--- config.mk ---
export PLATFORM = sky130hd
export DESIGN_NAME = sat_engine_top
export DESIGN_NICKNAME = d
export VERILOG_FILES = /design/src/rtl/sat_pkg.sv /design/src/rtl/ctrl_core.sv /design/src/rtl/var_table.sv /design/src/rtl/imply_unit.sv /design/src/rtl/decide_unit.sv /design/src/rtl/analyze_unit.sv /design/src/rtl/bkt_unit.sv /design/src/rtl/sat_engine_top.sv
export SDC_FILE = /design/constraint.sdc
export NUM_CORES = 1
export LEC_CHECK = 0
export ABC_CLOCK_PERIOD_IN_PS = 13900
export BUFFER_PORTS_ARGS = -buffer_cell sky130_fd_sc_hd__buf_2
export CAP_MARGIN = 20
export CORE_ASPECT_RATIO = 0.6
export CORE_MARGIN = 8
export CORE_UTILIZATION = 30
export CTS_BUF_LIST = sky130_fd_sc_hd__clkbuf_4 sky130_fd_sc_hd__clkbuf_8
export CTS_CLUSTER_SIZE = 28
export DETAILED_ROUTE_END_ITERATION = 7
export GPL_ROUTABILITY_DRIVEN = 0
export PLACE_DENSITY = 0.55
export SYNTH_ARGS = -nofsm -noshare
export SYNTH_HDL_FRONTEND = slang
export SYNTH_SLANG_ARGS = --single-unit
--- constraint.sdc ---
create_clock -name clk -period 13.9 [get_ports clk]
set_input_delay 0.695 -clock clk [delete_from_list [all_inputs] [get_ports clk]]
set_output_delay 0.695 -clock clk [all_outputs]
set_load 0.02 [all_outputs]
--- src/rtl/sat_pkg.sv ---
// Sizes and encodings shared by the SAT engine
// A literal is {valid, negate, var}, and clause slot 0 sits in the low bits
// NUM_VARS must equal 2**VAR_W because bkt_unit walks a VAR_W+1 bit counter
package sat_pkg;

    localparam int NUM_VARS    = 8;
    localparam int VAR_W       = 3;
    localparam int NUM_CLAUSES = 16;
    localparam int CLS_W       = 4;
    localparam int NUM_LITS    = 3;

    localparam int LIT_W    = 5;
    localparam int LIT_VLD  = 4;              // Bit position of the valid flag
    localparam int LIT_NEG  = 3;              // Set for a negated literal
    localparam int CLAUSE_W = NUM_LITS * LIT_W;

    localparam int LVL_W = 4;                 // Level 0 is the root
    localparam int BIN_W = 10;

    // Analyze result when no decision is left to flip
    localparam logic [BIN_W-1:0] ROOT_BIN = '1;

    typedef enum logic [2:0] {
        IDLE          = 3'd0,
        BCP           = 3'd1,
        DECISION      = 3'd2,
        ANALYSIS      = 3'd3,
        BKT_CUR_BIN   = 3'd4,
        PARTIAL_SAT   = 3'd5,
        PARTIAL_UNSAT = 3'd6
    } core_state_t;

endpackage

--- src/rtl/ctrl_core.sv ---
// DPLL sequencer for one bin; all command outputs are registered
// A start is only acted on in IDLE, but it always clears the previous result
module ctrl_core
    import sat_pkg::*;
(
    input  logic             clk,
    input  logic             rst,
    input  logic             start_core_i,
    output logic             done_core_o,
    output logic             apply_imply_o,
    input  logic             done_imply_i,
    input  logic             conflict_i,
    output logic             start_decision_o,
    input  logic             done_decision_i,
    input  logic             all_c_is_sat_i,
    output logic             apply_analyze_o,
    input  logic             done_analyze_i,
    input  logic [BIN_W-1:0] bkt_bin_num_i,
    output logic             apply_bkt_cur_bin_o,
    input  logic             done_bkt_cur_bin_i,
    input  logic [BIN_W-1:0] cur_bin_num_i,
    output logic             sat_o,
    output logic             unsat_o
);

    core_state_t c_state;
    core_state_t n_state;
    logic        dec_issued;    // Start pulse already sent in this DECISION visit

    always_ff @(posedge clk)
    begin
        if (!rst)
            c_state <= IDLE;
        else
            c_state <= n_state;
    end

    always_comb
    begin
        n_state = c_state;
        case (c_state)
            IDLE:
                if (start_core_i)
                    n_state = BCP;
            BCP:
                if (done_imply_i)
                begin
                    if (conflict_i)
                        n_state = ANALYSIS;
                    else if (all_c_is_sat_i)
                        n_state = PARTIAL_SAT;
                    else
                        n_state = DECISION;
                end
            DECISION:
                if (done_decision_i)
                    n_state = all_c_is_sat_i ? PARTIAL_SAT : BCP;
            ANALYSIS:
                // A foreign bin number means the conflict went past the root
                if (done_analyze_i)
                    n_state = (bkt_bin_num_i == cur_bin_num_i) ? BKT_CUR_BIN : PARTIAL_UNSAT;
            BKT_CUR_BIN:
                if (done_bkt_cur_bin_i)
                    n_state = BCP;
            default:
                n_state = IDLE;
        endcase
    end

    always_ff @(posedge clk)
    begin
        if (!rst)
        begin
            apply_imply_o       <= 1'b0;
            start_decision_o    <= 1'b0;
            dec_issued          <= 1'b0;
            apply_analyze_o     <= 1'b0;
            apply_bkt_cur_bin_o <= 1'b0;
            done_core_o         <= 1'b0;
            sat_o               <= 1'b0;
            unsat_o             <= 1'b0;
        end
        else
        begin
            apply_imply_o       <= (c_state == BCP);
            dec_issued          <= (c_state == DECISION);
            start_decision_o    <= (c_state == DECISION) && !dec_issued;
            apply_analyze_o     <= (c_state == ANALYSIS);
            apply_bkt_cur_bin_o <= (c_state == BKT_CUR_BIN) && !done_bkt_cur_bin_i;

            if (c_state == PARTIAL_SAT || c_state == PARTIAL_UNSAT)
                done_core_o <= 1'b1;
            else if (start_core_i)
                done_core_o <= 1'b0;

            if (c_state == PARTIAL_SAT)
                sat_o <= 1'b1;
            else if (start_core_i)
                sat_o <= 1'b0;

            if (c_state == PARTIAL_UNSAT)
                unsat_o <= 1'b1;
            else if (start_core_i)
                unsat_o <= 1'b0;
        end
    end

endmodule

--- src/rtl/var_table.sv ---
// Search trail, one record per variable, plus the current decision level
// Only one write port is active per cycle; clear_i wins over all of them
module var_table
    import sat_pkg::*;
(
    input  logic                           clk,
    input  logic                           rst,
    input  logic                           clear_i,
    input  logic                           imp_we_i,
    input  logic [VAR_W-1:0]               imp_var_i,
    input  logic                           imp_val_i,
    input  logic                           dec_we_i,
    input  logic [VAR_W-1:0]               dec_var_i,
    input  logic                           bkt_clr_i,
    input  logic [VAR_W-1:0]               bkt_clr_var_i,
    input  logic                           bkt_we_i,
    input  logic [VAR_W-1:0]               bkt_var_i,
    input  logic [LVL_W-1:0]               bkt_lvl_i,
    output logic [NUM_VARS-1:0]            value_o,
    output logic [NUM_VARS-1:0]            assigned_o,
    output logic [NUM_VARS-1:0][LVL_W-1:0] level_o,
    output logic [NUM_VARS-1:0]            decision_o,
    output logic [NUM_VARS-1:0]            flipped_o,
    output logic [LVL_W-1:0]               cur_lvl_o
);

    always_ff @(posedge clk)
    begin
        if (!rst || clear_i)
        begin
            value_o    <= '0;
            assigned_o <= '0;
            level_o    <= '0;
            decision_o <= '0;
            flipped_o  <= '0;
            cur_lvl_o  <= '0;
        end
        else if (imp_we_i)
        begin
            value_o[imp_var_i]    <= imp_val_i;
            assigned_o[imp_var_i] <= 1'b1;
            level_o[imp_var_i]    <= cur_lvl_o;
            decision_o[imp_var_i] <= 1'b0;
            flipped_o[imp_var_i]  <= 1'b0;
        end
        else if (dec_we_i)
        begin
            // Every decision tries 0 first
            cur_lvl_o             <= cur_lvl_o + 1'b1;
            value_o[dec_var_i]    <= 1'b0;
            assigned_o[dec_var_i] <= 1'b1;
            level_o[dec_var_i]    <= cur_lvl_o + 1'b1;
            decision_o[dec_var_i] <= 1'b1;
            flipped_o[dec_var_i]  <= 1'b0;
        end
        else if (bkt_clr_i)
        begin
            assigned_o[bkt_clr_var_i] <= 1'b0;
            decision_o[bkt_clr_var_i] <= 1'b0;
            flipped_o[bkt_clr_var_i]  <= 1'b0;
        end
        else if (bkt_we_i)
        begin
            cur_lvl_o             <= bkt_lvl_i;
            value_o[bkt_var_i]    <= ~value_o[bkt_var_i];   // Clearing left the value intact
            assigned_o[bkt_var_i] <= 1'b1;
            level_o[bkt_var_i]    <= bkt_lvl_i;
            decision_o[bkt_var_i] <= 1'b1;
            flipped_o[bkt_var_i]  <= 1'b1;
        end
    end

endmodule

--- src/rtl/imply_unit.sv ---
// Clause memory and BCP sweeps, one clause per cycle while apply_i is high
// All-invalid clauses count as absent; loads must not overlap a sweep
module imply_unit
    import sat_pkg::*;
(
    input  logic                clk,
    input  logic                rst,
    input  logic                load_we_i,
    input  logic [CLS_W-1:0]    load_addr_i,
    input  logic [CLAUSE_W-1:0] load_clause_i,
    input  logic                apply_i,
    input  logic [NUM_VARS-1:0] value_i,
    input  logic [NUM_VARS-1:0] assigned_i,
    output logic                we_o,
    output logic [VAR_W-1:0]    var_o,
    output logic                val_o,
    output logic                done_o,
    output logic                conflict_o,
    output logic                all_c_is_sat_o
);

    logic [CLAUSE_W-1:0] clause_mem [NUM_CLAUSES];
    logic [CLAUSE_W-1:0] clause;
    logic [CLS_W-1:0]    addr;
    logic                hold;      // Set by done until apply_i drops
    logic                changed;   // This sweep made an implication
    logic                sat_acc;
    logic                active;
    logic [VAR_W-1:0]    lit_var [NUM_LITS];
    logic [NUM_LITS-1:0] lit_vld, lit_true, lit_unas;
    logic [1:0]          n_unas;
    logic                cls_ok, cls_conflict, last;

    always_ff @(posedge clk)
    begin
        if (load_we_i)
            clause_mem[load_addr_i] <= load_clause_i;
    end

    assign clause = clause_mem[addr];

    always_comb
    begin
        var_o = '0;
        val_o = 1'b0;
        for (int i = 0; i < NUM_LITS; i++)
        begin
            lit_var[i]  = clause[i*LIT_W +: VAR_W];
            lit_vld[i]  = clause[i*LIT_W + LIT_VLD];
            lit_unas[i] = lit_vld[i] & ~assigned_i[lit_var[i]];
            lit_true[i] = lit_vld[i] & assigned_i[lit_var[i]]
                        & (value_i[lit_var[i]] ^ clause[i*LIT_W + LIT_NEG]);
            if (lit_unas[i])
            begin
                var_o = lit_var[i];
                val_o = ~clause[i*LIT_W + LIT_NEG];
            end
        end
        n_unas = lit_unas[0] + lit_unas[1] + lit_unas[2];
    end

    assign active       = apply_i & ~hold;
    assign cls_ok       = ~|lit_vld | |lit_true;
    assign cls_conflict = |lit_vld & ~|lit_true & ~|lit_unas;
    assign we_o         = active & ~cls_ok & (n_unas == 2'd1);
    assign last         = (addr == CLS_W'(NUM_CLAUSES - 1));

    always_ff @(posedge clk)
    begin
        if (!rst)
        begin
            addr           <= '0;
            hold           <= 1'b0;
            changed        <= 1'b0;
            sat_acc        <= 1'b1;
            done_o         <= 1'b0;
            conflict_o     <= 1'b0;
            all_c_is_sat_o <= 1'b0;
        end
        else
        begin
            done_o <= 1'b0;
            if (!apply_i)
                hold <= 1'b0;
            if (active)
            begin
                if (cls_conflict || (last && !changed && !we_o))
                begin
                    done_o         <= 1'b1;
                    hold           <= 1'b1;
                    addr           <= '0;
                    changed        <= 1'b0;
                    sat_acc        <= 1'b1;
                    conflict_o     <= cls_conflict;
                    all_c_is_sat_o <= sat_acc & cls_ok;
                end
                else
                begin
                    addr    <= addr + 1'b1;   // Wraps into the next sweep
                    changed <= last ? 1'b0 : (changed | we_o);
                    sat_acc <= last ? 1'b1 : (sat_acc & cls_ok);
                end
            end
        end
    end

endmodule

--- src/rtl/decide_unit.sv ---
// Picks the lowest unassigned variable and opens a new level with it
// With every variable assigned it still answers done, without a write
module decide_unit
    import sat_pkg::*;
(
    input  logic                clk,
    input  logic                rst,
    input  logic                start_i,
    input  logic [NUM_VARS-1:0] assigned_i,
    output logic                we_o,
    output logic [VAR_W-1:0]    var_o,
    output logic                done_o
);

    // The lowest index is written last and wins the priority encoder
    always_comb
    begin
        var_o = '0;
        for (int i = NUM_VARS - 1; i >= 0; i--)
        begin
            if (!assigned_i[i])
                var_o = VAR_W'(i);
        end
    end

    assign we_o = start_i & ~&assigned_i;

    always_ff @(posedge clk)
    begin
        if (!rst)
            done_o <= 1'b0;
        else
            done_o <= start_i;
    end

endmodule

--- src/rtl/analyze_unit.sv ---
// Chronological conflict analysis on the rising edge of apply_i
// Decisions sit on distinct levels, so the deepest unflipped one is unique
module analyze_unit
    import sat_pkg::*;
(
    input  logic                           clk,
    input  logic                           rst,
    input  logic                           apply_i,
    input  logic [NUM_VARS-1:0]            decision_i,
    input  logic [NUM_VARS-1:0]            flipped_i,
    input  logic [NUM_VARS-1:0][LVL_W-1:0] level_i,
    input  logic [BIN_W-1:0]               cur_bin_num_i,
    output logic [LVL_W-1:0]               bkt_lvl_o,
    output logic [VAR_W-1:0]               bkt_var_o,
    output logic [BIN_W-1:0]               bkt_bin_num_o,
    output logic                           done_o
);

    logic             apply_q;
    logic             found;
    logic [LVL_W-1:0] best_lvl;
    logic [VAR_W-1:0] best_var;

    always_comb
    begin
        found    = 1'b0;
        best_lvl = '0;
        best_var = '0;
        for (int i = 0; i < NUM_VARS; i++)
        begin
            if (decision_i[i] && !flipped_i[i] && (!found || level_i[i] > best_lvl))
            begin
                found    = 1'b1;
                best_lvl = level_i[i];
                best_var = VAR_W'(i);
            end
        end
    end

    always_ff @(posedge clk)
    begin
        if (!rst)
        begin
            apply_q <= 1'b0;
            done_o  <= 1'b0;
        end
        else
        begin
            apply_q <= apply_i;
            done_o  <= apply_i & ~apply_q;
        end
    end

    always_ff @(posedge clk)
    begin
        if (apply_i && !apply_q)
        begin
            bkt_lvl_o     <= best_lvl;
            bkt_var_o     <= best_var;
            bkt_bin_num_o <= found ? cur_bin_num_i : ROOT_BIN;
        end
    end

endmodule

--- src/rtl/bkt_unit.sv ---
// Clears every variable at or above the backtrack level, one per cycle
// then writes the flipped decision; bkt_lvl_i and bkt_var_i must stay stable
module bkt_unit
    import sat_pkg::*;
(
    input  logic                           clk,
    input  logic                           rst,
    input  logic                           apply_i,
    input  logic [LVL_W-1:0]               bkt_lvl_i,
    input  logic [VAR_W-1:0]               bkt_var_i,
    input  logic [NUM_VARS-1:0][LVL_W-1:0] level_i,
    output logic                           clr_o,
    output logic [VAR_W-1:0]               clr_var_o,
    output logic                           we_o,
    output logic [VAR_W-1:0]               var_o,
    output logic [LVL_W-1:0]               lvl_o,
    output logic                           done_o
);

    logic [VAR_W:0] cnt;     // Top bit marks the write cycle
    logic           hold;
    logic           active;

    assign active    = apply_i & ~hold;
    assign clr_var_o = cnt[VAR_W-1:0];
    assign clr_o     = active & ~cnt[VAR_W] & (level_i[clr_var_o] >= bkt_lvl_i);
    assign we_o      = active & cnt[VAR_W];
    assign var_o     = bkt_var_i;
    assign lvl_o     = bkt_lvl_i;

    always_ff @(posedge clk)
    begin
        if (!rst)
        begin
            cnt    <= '0;
            hold   <= 1'b0;
            done_o <= 1'b0;
        end
        else
        begin
            done_o <= 1'b0;
            if (!apply_i)
                hold <= 1'b0;
            if (active)
            begin
                if (cnt[VAR_W])
                begin
                    cnt    <= '0;
                    hold   <= 1'b1;
                    done_o <= 1'b1;
                end
                else
                    cnt <= cnt + 1'b1;
            end
        end
    end

endmodule

--- src/rtl/sat_engine_top.sv ---
// SAT engine for one bin; load only while idle, a clause write clears the trail
// cur_bin_num_i must never equal ROOT_BIN
module sat_engine_top
    import sat_pkg::*;
(
    input  logic                clk,
    input  logic                rst,
    input  logic                load_we_i,
    input  logic [CLS_W-1:0]    load_addr_i,
    input  logic [CLAUSE_W-1:0] load_clause_i,
    input  logic [BIN_W-1:0]    cur_bin_num_i,
    input  logic                start_i,
    output logic                done_o,
    output logic                sat_o,
    output logic                unsat_o,
    output logic [NUM_VARS-1:0] model_o
);

    logic                           apply_imply, done_imply, conflict, all_c_is_sat;
    logic                           start_decision, done_decision;
    logic                           apply_analyze, done_analyze, apply_bkt, done_bkt;
    logic [BIN_W-1:0]               bkt_bin_num;
    logic [NUM_VARS-1:0]            assigned, decision, flipped;
    logic [NUM_VARS-1:0][LVL_W-1:0] level;
    logic                           imp_we, imp_val, dec_we, bkt_clr, bkt_we;
    logic [VAR_W-1:0]               imp_var, dec_var, bkt_clr_var, bkt_var, an_var;
    logic [LVL_W-1:0]               bkt_lvl, an_lvl;

    ctrl_core u_ctrl (
        .clk(clk), .rst(rst), .start_core_i(start_i), .done_core_o(done_o),
        .apply_imply_o(apply_imply), .done_imply_i(done_imply), .conflict_i(conflict),
        .start_decision_o(start_decision), .done_decision_i(done_decision),
        .all_c_is_sat_i(all_c_is_sat), .apply_analyze_o(apply_analyze),
        .done_analyze_i(done_analyze), .bkt_bin_num_i(bkt_bin_num),
        .apply_bkt_cur_bin_o(apply_bkt), .done_bkt_cur_bin_i(done_bkt),
        .cur_bin_num_i(cur_bin_num_i), .sat_o(sat_o), .unsat_o(unsat_o)
    );

    var_table u_vars (
        .clk(clk), .rst(rst), .clear_i(load_we_i),
        .imp_we_i(imp_we), .imp_var_i(imp_var), .imp_val_i(imp_val),
        .dec_we_i(dec_we), .dec_var_i(dec_var),
        .bkt_clr_i(bkt_clr), .bkt_clr_var_i(bkt_clr_var),
        .bkt_we_i(bkt_we), .bkt_var_i(bkt_var), .bkt_lvl_i(bkt_lvl),
        .value_o(model_o), .assigned_o(assigned), .level_o(level),
        .decision_o(decision), .flipped_o(flipped), .cur_lvl_o()
    );

    imply_unit u_imply (
        .clk(clk), .rst(rst), .load_we_i(load_we_i), .load_addr_i(load_addr_i),
        .load_clause_i(load_clause_i), .apply_i(apply_imply),
        .value_i(model_o), .assigned_i(assigned),
        .we_o(imp_we), .var_o(imp_var), .val_o(imp_val), .done_o(done_imply),
        .conflict_o(conflict), .all_c_is_sat_o(all_c_is_sat)
    );

    decide_unit u_decide (
        .clk(clk), .rst(rst), .start_i(start_decision), .assigned_i(assigned),
        .we_o(dec_we), .var_o(dec_var), .done_o(done_decision)
    );

    analyze_unit u_analyze (
        .clk(clk), .rst(rst), .apply_i(apply_analyze), .decision_i(decision),
        .flipped_i(flipped), .level_i(level), .cur_bin_num_i(cur_bin_num_i),
        .bkt_lvl_o(an_lvl), .bkt_var_o(an_var), .bkt_bin_num_o(bkt_bin_num),
        .done_o(done_analyze)
    );

    bkt_unit u_bkt (
        .clk(clk), .rst(rst), .apply_i(apply_bkt), .bkt_lvl_i(an_lvl),
        .bkt_var_i(an_var), .level_i(level), .clr_o(bkt_clr), .clr_var_o(bkt_clr_var),
        .we_o(bkt_we), .var_o(bkt_var), .lvl_o(bkt_lvl), .done_o(done_bkt)
    );

endmodule

# Word level (Yosys, flattened, before mapping)
# Memories as Yosys holds them, arrays and structs flattened. A register that Yosys moved wholly into a read port is not among the register bits.
# Index checks and enable logic that the tools add are counted.
dict set report totals {
  regBits 115
  ramBits 240
  output_inout_bits 11
  n_memories 1
}
# memory depth word_bits read_ports rd_ports_with_merged_regs write_ports line
set mem_list {}
lappend mem_list {u_imply.clause_mem 16 15 1 1 1 imply_unit.sv:22} ;# logic [CLAUSE_W-1:0] clause_mem [NUM_CLAUSES];
dict set report op_classes {
  muxes 126
  order_cmp 19
  reduce_logical 78
  eq_ne 16
  n_bitwise 55
  n_addsub 5
}
# op n
set op_table {}
lappend op_table {{$mux 32} 4}
lappend op_table {{$mux 8} 16}
lappend op_table {{$bwmux 32} 3}
lappend op_table {{$mux 4} 19}
lappend op_table {{$mux 3} 19}
lappend op_table {{$and 8x8->8} 7}
lappend op_table {{$or 8x8->8} 6}
lappend op_table {{$mux 1} 42}
lappend op_table {{$demux 4 s3} 3}
lappend op_table {{$gt 4x4->1} 7}
lappend op_table {{$lt 3x4->1 const B} 7}
lappend op_table {{$logic_not 1->1} 25}
lappend op_table {{$logic_and 1x1->1} 24}
lappend op_table {{$not 8->8} 3}
lappend op_table {{$and 1x1->1} 21}
lappend op_table {{$bmux 1 s3} 7}
lappend op_table {{$bwmux 8} 2}
lappend op_table {{$pmux 3 s5} 1}
lappend op_table {{$not 1->1} 13}
lappend op_table {{$add 4x1->4 const B} 3}
lappend op_table {{$bmux 4 s3} 1}
lappend op_table {{$demux 1 s3} 4}
lappend op_table {{$ge 3x1->1 const B} 4}
lappend op_table {{$eq 10x10->1} 1}
lappend op_table {{other kinds (26)} 57}

# Longest topological paths before layout
# Gate-level depths: netlist of the first run.
dict set report depth {
  word_depth 31
  ltp_mapped 62
}

# By module
# Synthesis of the first run repeated with hierarchy kept, for this count alone.
dict set report unflattened {
  hier_cells 1550
  hier_area_um2 18895.6
}
# mod instances area_each_um2 cells_per_inst
set by_module_without_submodules {}
lappend by_module_without_submodules {imply_unit 1 10959.3 630}
lappend by_module_without_submodules {var_table 1 4476.8 559}
lappend by_module_without_submodules {analyze_unit 1 2043.2 216}
lappend by_module_without_submodules {bkt_unit 1 701.9 64}
lappend by_module_without_submodules {ctrl_core 1 609.3 66}
lappend by_module_without_submodules {decide_unit 1 105.1 15}

# Worst setup path before layout of the first run
# No wires, ideal clock.
dict set report synth_timing {
  path_kind {register to register}
  from {reg u_vars.decision_o[0]}
  to {reg u_analyze.bkt_lvl_o[0] (data pin)}
  synth_period_minus_slack_ns 11.198
  setup_time_ns 0.254
  stages_incl_launch_ff 62
  arrival_time_ns 10.944
  slack_ns 2.702
  path_cell_list {dfxtp_1 > nor2b_1 > nand2_1 > ha_1 > nor2b_1 > o21a_1 > o21a_1 > o21ai_0 > a21oi_1 > mux2i_1 > inv_1 > ha_1 > nor2b_1 > o21ai_0 > nand2b_1 > a21oi_1 > a41o_1 > a21oi_1 > [26 not listed] > ha_1 > nor2b_1 > o21ai_0 > nand2b_1 > a21oi_1 > a41o_1 > a21oi_1 > mux2_2 > ha_1 > nor2b_1 > o21ai_0 > nand2b_1 > a21oi_1 > a41o_1 > a21o_1 > nor2b_1 > inv_1 > o21a_1}
}
dict set report synth_between {
  elab_chain_len 30
  word_cells_on_any_way 44
  classes_between {order compare: 7; mux: 15; reduce/logical: 22}
}
# item line
set synth_lines {}
lappend synth_lines {{from (decl)} var_table.sv:22} ;# output logic [NUM_VARS-1:0] decision_o,
lappend synth_lines {{from (signal assigned)} var_table.sv:34} ;# decision_o <= '0;
lappend synth_lines {{from (signal, indexed assignment)} var_table.sv:43} ;# decision_o[imp_var_i] <= 1'b0;
lappend synth_lines {{from (signal, indexed assignment)} var_table.sv:53} ;# decision_o[dec_var_i] <= 1'b1;
lappend synth_lines {{$logic_and 1x1->1 (*)} analyze_unit.sv:31} ;# if (decision_i[i] && !flipped_i[i] && (!found || level_i[i] > best_lvl))
lappend synth_lines {{$mux 4 / $mux 1 (equally long branches)} analyze_unit.sv:31}
lappend synth_lines {{$gt 4x4->1 / $logic_not 1->1 (equally long branches)} analyze_unit.sv:31}
lappend synth_lines {{$logic_or 1x1->1} analyze_unit.sv:31}
lappend synth_lines {{$logic_and 1x1->1} analyze_unit.sv:31}
lappend synth_lines {{$mux 4 / $mux 1 (equally long branches)} analyze_unit.sv:31}
lappend synth_lines {{$gt 4x4->1 / $logic_not 1->1 (equally long branches)} analyze_unit.sv:31}
lappend synth_lines {{$logic_or 1x1->1} analyze_unit.sv:31}
lappend synth_lines {{[15 not listed]} -}
lappend synth_lines {{$logic_or 1x1->1} analyze_unit.sv:31}
lappend synth_lines {{$logic_and 1x1->1} analyze_unit.sv:31}
lappend synth_lines {{$mux 4 / $mux 1 (equally long branches)} analyze_unit.sv:31}
lappend synth_lines {{$gt 4x4->1 / $logic_not 1->1 (equally long branches)} analyze_unit.sv:31}
lappend synth_lines {{$logic_or 1x1->1} analyze_unit.sv:31}
lappend synth_lines {{$logic_and 1x1->1} analyze_unit.sv:31}
lappend synth_lines {{$mux 4 (*)} analyze_unit.sv:31}
lappend synth_lines {{net u_analyze.best_lvl[0]} analyze_unit.sv:21} ;# logic [LVL_W-1:0] best_lvl;
lappend synth_lines {{to (signal assigned)} analyze_unit.sv:58} ;# bkt_lvl_o <= best_lvl;
lappend synth_lines {{to (decl)} analyze_unit.sv:13} ;# output logic [LVL_W-1:0] bkt_lvl_o,
# Mark *: on every way through the listed nets, which the timed path passes. The rest lies on a longest branch.
# A chain may end at the register's enable or synchronous reset.

# Worst setup path in the final report of the first run
# Ends and elaborated chain as after synthesis.

==> out/results.ini, run 1 <==
[run_status]
outcome=complete, no violations

[setup_path]
slowest_stage=a21oi_1
critical_path_class=flip-flop to flip-flop
cp.required_ns=14.31
critPathMaxStageDelay_ns=0.54
cp-start-kind=flip-flop
crit_arrival_ns=13.26
ff2ff_path_depth=61
cp-end-kind=flip-flop
cpMostUsedCell=a21oi_1
critPathMaxFanout=9

[timing]
rsz0062_at_grt=no
fmax_mhz=77.86
finalSetupViolations=0
tightestPinTransition_ns=1.007
period_share_pct=92.40
report.final.slew_viol_count=0
clock_skew_ns=0.03841
finalWorstSetupSlack_ns=1.057
tns_ns=0
final-hold-violation-count=0
period_minus_slack_ns=12.84
maxSlewHeadroom_pct=32.73

[clocking]
cts.clk_slew.worst_paths_ns=0.06
cts-buffers-inserted=56
cts_num_sinks=359
clockRootBuffer=clkbuf_8
post_cts_buffers=0
clkLatencyLatePin_ns=0.67
clockBufferDepth=3
h-tree-depth=2
ctsHoldBuffers=0
cts_tree=yes

[power_and_ir_drop]
power_density_mw_per_mm2=114.6
peakVddDrop_mv=0.06889
leakagePower_nw=6.709
report.power.total_mw=2.384

[global_route]
antenna_found_initial=1
grt_max_degree=53
grt_pass1_wl_um=85190
grt_pass1_vias=13490
grt_overflow_total=0
track_usage_pct=15.70

[synth]
synth_seq_cells=359
synth_area_mm2=0.01858
synth.distinct_cells=106
avgSynthCellArea_um2=11.76
synth-seq-area-share_pct=52.54
ys.flop_type=edfxtp_1
syn-instance-count=1580
synth_edf_count=257
synth_top_cells_by_count=257 x edfxtp_1, 135 x nand2_1, 102 x dfxtp_1, 82 x a21oi_1, 76 x nor2_1
yosysWarningCount=0
synthDominantCellAreaShare_pct=41.54
yosysMostFrequentCell=edfxtp_1
synth_area_leaders=edfxtp_1 42%, dfxtp_1 11%, mux4_2 5.8%
yosys.area.top_type=edfxtp_1
synthesis.nets=1649
async_reset_ff_share_pct=0

[finish]
diodes=0
multi_input_area_mm2=0.008284
regArea_mm2=0.009766
nFillCells=6060
layout.nets=1694
syn2layout_area_growth_pct=11.97
drive_above_1_share_pct=17.39

[route]
drt_iter0_drc=1801
wirelength_um=57110
via_per_inst=5.610
vias=14000
drcViolationCount=0
ant_nets=0
drt_first_pass_iters=6
wire_per_inst_um=22.88

[floorplanning]
start_util_pct=30.43
dieArea_mm2=0.07040
die_w_um=337.3
rows=70
die_y_um=208.8
core_area_mm2=0.06105
pin_count=44

[placement]
place_ws_ns=1.047
dp_hpwl_um=40650
io_buffers=43

[min_path]
hold_class=input port to flip-flop
hold_depth=2

[flow_run]
maxCapViolCount=0

==> layout make-up <==
type / instances / share of cell area, %
clock buffers: 74 / 4.415
clock inverters: 27 / 0.8782
inverters: 50 / 0.9023
multi-input cells: 1088 / 39.83
flip-flops and latches: 359 / 46.95
well taps: 828 / 4.981
repair buffers: 70 / 2.045
==> worst max-delay path, delay by kind of cell, from the launching register on <==
family,cells,cell delay [ns]
compound gates,29,5.63
flops,1,0.37
fa+ha+maj,7,1.76
buf+inv,3,0.25
mux,6,2.39
simple gates,16,2.21
==> logic make-up (layout without fill, tap and decap cells) <==
family	count (synthesis)	in the layout	synth area share (%)
AND/OR/NAND/NOR	468	468	13.36
adder cells (fa/ha/maj)	36	36	2.465
AO/OA/AOI/OAI	441	441	17.29
flip-flops	359	359	52.54
multiplexers	127	127	10.30
XOR/XNOR	16	16	0.7544
buffers and inverters	133	221	3.300
==> registers in the layout (all words and copies together), names as in the netlist, 3 cells and up, named ones only <==
register	flops
u_imply.clause_mem	240
u_vars.value_o	8
u_vars.assigned_o	8
u_analyze.bkt_var_o	3
u_vars.level_o	32
u_analyze.bkt_lvl_o	4
u_analyze.bkt_bin_num_o	10
u_ctrl.c_state	3
u_vars.decision_o	8
u_vars.flipped_o	8
u_vars.cur_lvl_o	4
u_bkt.cnt	4
u_imply.addr	4
==> power breakdown <==
part,total (mW),switching [mW],internal (mW)
clock,0.893,0.424,0.468
combinational,0.300,0.200,0.100
sequential,1.19,0.0225,1.17
==> cells in the final DEF (no fill, tap or decap), drive strengths merged, types with 13 or more instances in the layout <==
cell type / netlist / routed
o21a: 20 / 20
a22oi: 36 / 36
o22ai: 22 / 22
a22o: 18 / 18
nand3: 43 / 43
o31ai: 21 / 21
a21boi: 13 / 13
nor2: 82 / 82
nand2b: 47 / 47
edfxtp: 257 / 257
nor3: 35 / 35
clkinv: 2 / 24
inv: 48 / 50
clkbuf: 54 / 74
mux2i: 62 / 62
nor2b: 31 / 31
and2: 15 / 15
mux4: 48 / 48
a21oi: 84 / 84
mux2: 17 / 17
nand2: 137 / 137
buf: 29 / 70
xnor2: 13 / 13
ha: 35 / 35
nor3b: 14 / 14
a221oi: 23 / 23
o21ai: 70 / 70
dfxtp: 102 / 102
==> repair_timing <==
action                                  4_1_cts  5_1_grt
endpoints found under the setup margin        0        6
gates resized for setup                       0        1
hold endpoints to repair                      0        0
==> through the flow <==
step / instance area (um^2) / util (%) / cells / hold slack, ns
final: 20800 / 34.07 / 2496 / 0.3236
after detailed placement: 19700 / 32.26 / 2395 / 0.3917
after global placement: 19680 / 32.24 / 2394 / 0.3803
after global routing: 20800 / 34.07 / 2496 / 0.2950
after floorplan: 18580 / - / 1580 / 0.3759
after CTS: 20800 / 34.07 / 2496 / 0.2682
==> per-layer routing <==
metal  up-vias  track usage, %  part of all wire (%)
li1       6256               -                     -
met1      7016           24.14                    48
met2       660           21.25                    40
met3        68           4.352                    10
met4         2           3.885                   1.6
met5         -               0                 0.023
==> path summary, 6_finish.rpt <==
kind / start / endpoint / slack (ns)
max: u_vars.decision_o[0] / u_analyze.bkt_lvl_o[0] / 1.06
min: cur_bin_num_i[3] / u_analyze.bkt_bin_num_o[3] / 0.32
max reg2reg: u_vars.decision_o[0] / u_analyze.bkt_lvl_o[0] / 1.06
min reg2reg: u_ctrl.dec_issued / u_ctrl.start_decision_o / 0.40
No activity file was read; power rests on OpenSTA's default activity.
==> run 2, diff against run 1 <==
--- a/config.mk
+++ b/config.mk
@@ -18,4 +18,5 @@
 export PLACE_DENSITY = 0.55
 export SYNTH_ARGS = -nofsm -noshare
 export SYNTH_HDL_FRONTEND = slang
+export SYNTH_HIERARCHICAL = 1
 export SYNTH_SLANG_ARGS = --single-unit
==> run 2 against run 1 <==
  * Sequential share of layout area shrank 0.67 points
  * Via count grew 0.69%
  * Fmax grew 14%
  * Register-to-register slack gained 1.5 ns
  * Critical endpoint is now u_analyze/bkt_lvl_o[2]
  * Final cell count shrank 0.88%
  * Worst hold slack gained 0.027 ns
  * Clock-buffer cell count grew 12
  * Clock power grew 3.1%
==> out/results.ini, run 2 <==
[synth]
synth.distinct_cells=116
yosysWarningCount=6
yosys.area.top_type=edfxtp_1
ys.flop_type=edfxtp_1
synth_edf_count=257
synthesis.nets=1619
synth_area_leaders=edfxtp_1 41%, dfxtp_1 11%, mux4_2 6.4%
avgSynthCellArea_um2=12.19
synth_top_cells_by_count=257 x edfxtp_1, 104 x a21oi_1, 102 x dfxtp_1, 89 x nor2_1, 67 x nand2_1
synth-seq-area-share_pct=51.65
synth_seq_cells=359
synth_area_mm2=0.01890
synthDominantCellAreaShare_pct=40.84
yosysMostFrequentCell=edfxtp_1
syn-instance-count=1550
async_reset_ff_share_pct=0

[setup_path]
critical_path_class=flip-flop to flip-flop
slowest_stage=a2111oi_0
r2r-start=u_vars/decision_o[0]
r2r_slack_ns=2.59
ff2ff_path_depth=47
cp.required_ns=14.25
cp-end-kind=flip-flop
crit_buf_inv=1
critPathMaxFanout=11
critPathMaxStageDelay_ns=0.71
crit_family=compound AO/OA/AOI/OAI gates
endpoint=u_analyze/bkt_lvl_o[2]
crit_arrival_ns=11.66
cp-start-kind=flip-flop
r2r-end=u_analyze/bkt_lvl_o[2]
path_depth=47
cpMostUsedCell=ha_1
crit_path_start=u_vars/decision_o[0]

[route]
wire_per_inst_um=22.92
drt_iter0_drc=1974
vias=14100
wirelength_um=56700
ant_nets=0
drt_first_pass_iters=8
drcViolationCount=0
via_per_inst=5.699

[finish]
final_common_cell=edfxtp_1
final_cell_mix=257 x edfxtp_1, 104 x a21oi_1, 99 x dfxtp_1, 77 x nor2_1, 67 x nand2_1
largest_reg_flops=240
postLayoutCoreUtil_pct=33.79
instances_no_fill=2474
fin_area_mm2=0.02110
layout.nets=1659
top_register=u_imply/clause_mem
nFillCells=6087
diodes=0
drive_above_1_share_pct=21.10
syn2layout_area_growth_pct=11.67
top_regs=u_imply/clause_mem (240), u_vars/level_o (32), u_analyze/bkt_bin_num_o (10)

[clocking]
cts_num_sinks=359
clockBufferDepth=3
post_cts_buffers=0
ctsHoldBuffers=0
h-tree-depth=2
clockRootBuffer=clkbuf_8
cts_tree=yes
cts-buffers-inserted=58
clkLatencyLatePin_ns=0.65
cts_resized=0
cts.clk_slew.worst_paths_ns=0.06

[timing]
period_minus_slack_ns=11.31
tightestPinTransition_ns=1.041
tns_ns=0
maxSlewHeadroom_pct=30.15
holdWs_ns=0.3505
clock_skew_ns=0.02266
final-hold-violation-count=0
period_share_pct=81.38
rsz0062_at_grt=no
finalSetupViolations=0
fmax_mhz=88.41
report.final.slew_viol_count=0

[floorplanning]
core_area_mm2=0.06245
start_util_pct=30.26
pin_count=44
die_w_um=340
die_y_um=210.4
rows=71
dieArea_mm2=0.07154

[run_status]
outcome=complete, no violations

[global_route]
antenna_found_initial=3
track_usage_pct=15.12
grt_pass1_vias=13210
grt_pass1_wl_um=84400
grt_max_degree=60
grt_overflow_total=0

[power_and_ir_drop]
power_density_mw_per_mm2=110.0
switching_share_pct=24.97
p_comb_share_pct=9.7
power.switching_mw=0.5797
leakagePower_nw=6.841
power_frac_seq_pct=50.7
pwr-share-clk_pct=39.7
p_int_mw=1.742
peakVddDrop_mv=0.06369

[flow_run]
maxCapViolCount=0

[placement]
dp_hpwl_um=38870
io_buffers=43
dp.cells=2368
post_dp_cell_area_mm2=0.01992

[min_path]
hold_class=input port to flip-flop

==> run 2: changes by cell type in the layout (fill, tap and decap cells not counted), moves of 17 or more <==
cell,previous run,this run
a211oi_1,7,31
a21oi_1,81,104
a22oi_1,36,11
mux2_2,14,31
mux2i_1,61,19
nand2_1,135,67
o31ai_1,20,2
==> run 2: through the flow <==
step / power [mW] / setup slack [ns]
after global routing: 2.407 / 1.875
after detailed placement: 1.419 / 2.829
after global placement: 1.415 / 3.348
final: 2.322 / 2.589
after CTS: 2.345 / 2.807
after floorplan: 1.351 / 4.485
==> run 2: power by group through the flow <==
stage | registers [mW] | clock network, mW | logic [mW]
2_1_floorplan | 1.19 | 0 | 0.160
3_3_place_gp | 1.20 | 0 | 0.217
3_5_place_dp | 1.20 | 0 | 0.220
4_1_cts | 1.18 | 0.948 | 0.220
5_1_grt | 1.18 | 0.989 | 0.240
6_report | 1.18 | 0.921 | 0.225
==> run 2: layer usage <==
| layer | GRT usage [%] | part of all wire (%) | vias up |
|---|---|---|---|
| met5 | 0 | 0.023 | - |
| met4 | 4.041 | 2.0 | 2 |
| met3 | 4.027 | 11 | 98 |
| met2 | 20.59 | 41 | 740 |
| met1 | 23.18 | 46 | 7023 |
| li1 | - | - | 6236 |
==> run 2: how the worst min path moves through the flow <==
stage	cells past startpoint	slack (ns)	startpoint	endpoint
4_1_cts	2	0.29	cur_bin_num_i[7]	u_analyze/bkt_bin_num_o[7]
3_3_place_gp	1	0.38	u_ctrl/dec_issued	u_ctrl/start_decision_o
3_5_place_dp	1	0.38	u_ctrl/dec_issued	u_ctrl/start_decision_o
2_1_floorplan	1	0.37	u_ctrl/dec_issued	u_ctrl/start_decision_o
5_1_grt	2	0.32	cur_bin_num_i[7]	u_analyze/bkt_bin_num_o[7]
6_report	2	0.35	cur_bin_num_i[8]	u_analyze/bkt_bin_num_o[8]
==> run 2: cells by family (layout without fill, tap and decap cells) <==
group           count (synthesis)  after routing  synth area share [%]
compound gates                423            423                 16.35
xor+xnor                       17             17                0.7880
fa+ha+maj                      36             36                 2.424
buf+inv                       144            229                 3.999
flops                         359            359                 51.65
mux                           118            118                 11.00
simple gates                  453            453                 13.79
==> run 2: layout make-up <==
type	instances	area, um^2	share of cell area, %
clock buffers	86	1040	4.928
clock inverters	19	132.6	0.6286
inverters	48	180.2	0.8539
multi-input cells	1047	8452	40.06
flip-flops and latches	359	9766	46.28
well taps	839	1050	4.975
repair buffers	76	480.5	2.277
==> run 2: worst register-to-register path: cells and delay by family, from the launching register on <==
family	cells	cell delay, ns
and+or+nand+nor	12	2.23
DFF	1	0.41
AOI/OAI and AO/OA	26	6.03
buffers and inverters	1	0.10
adders and majority gates	7	1.93
muxes	1	0.30
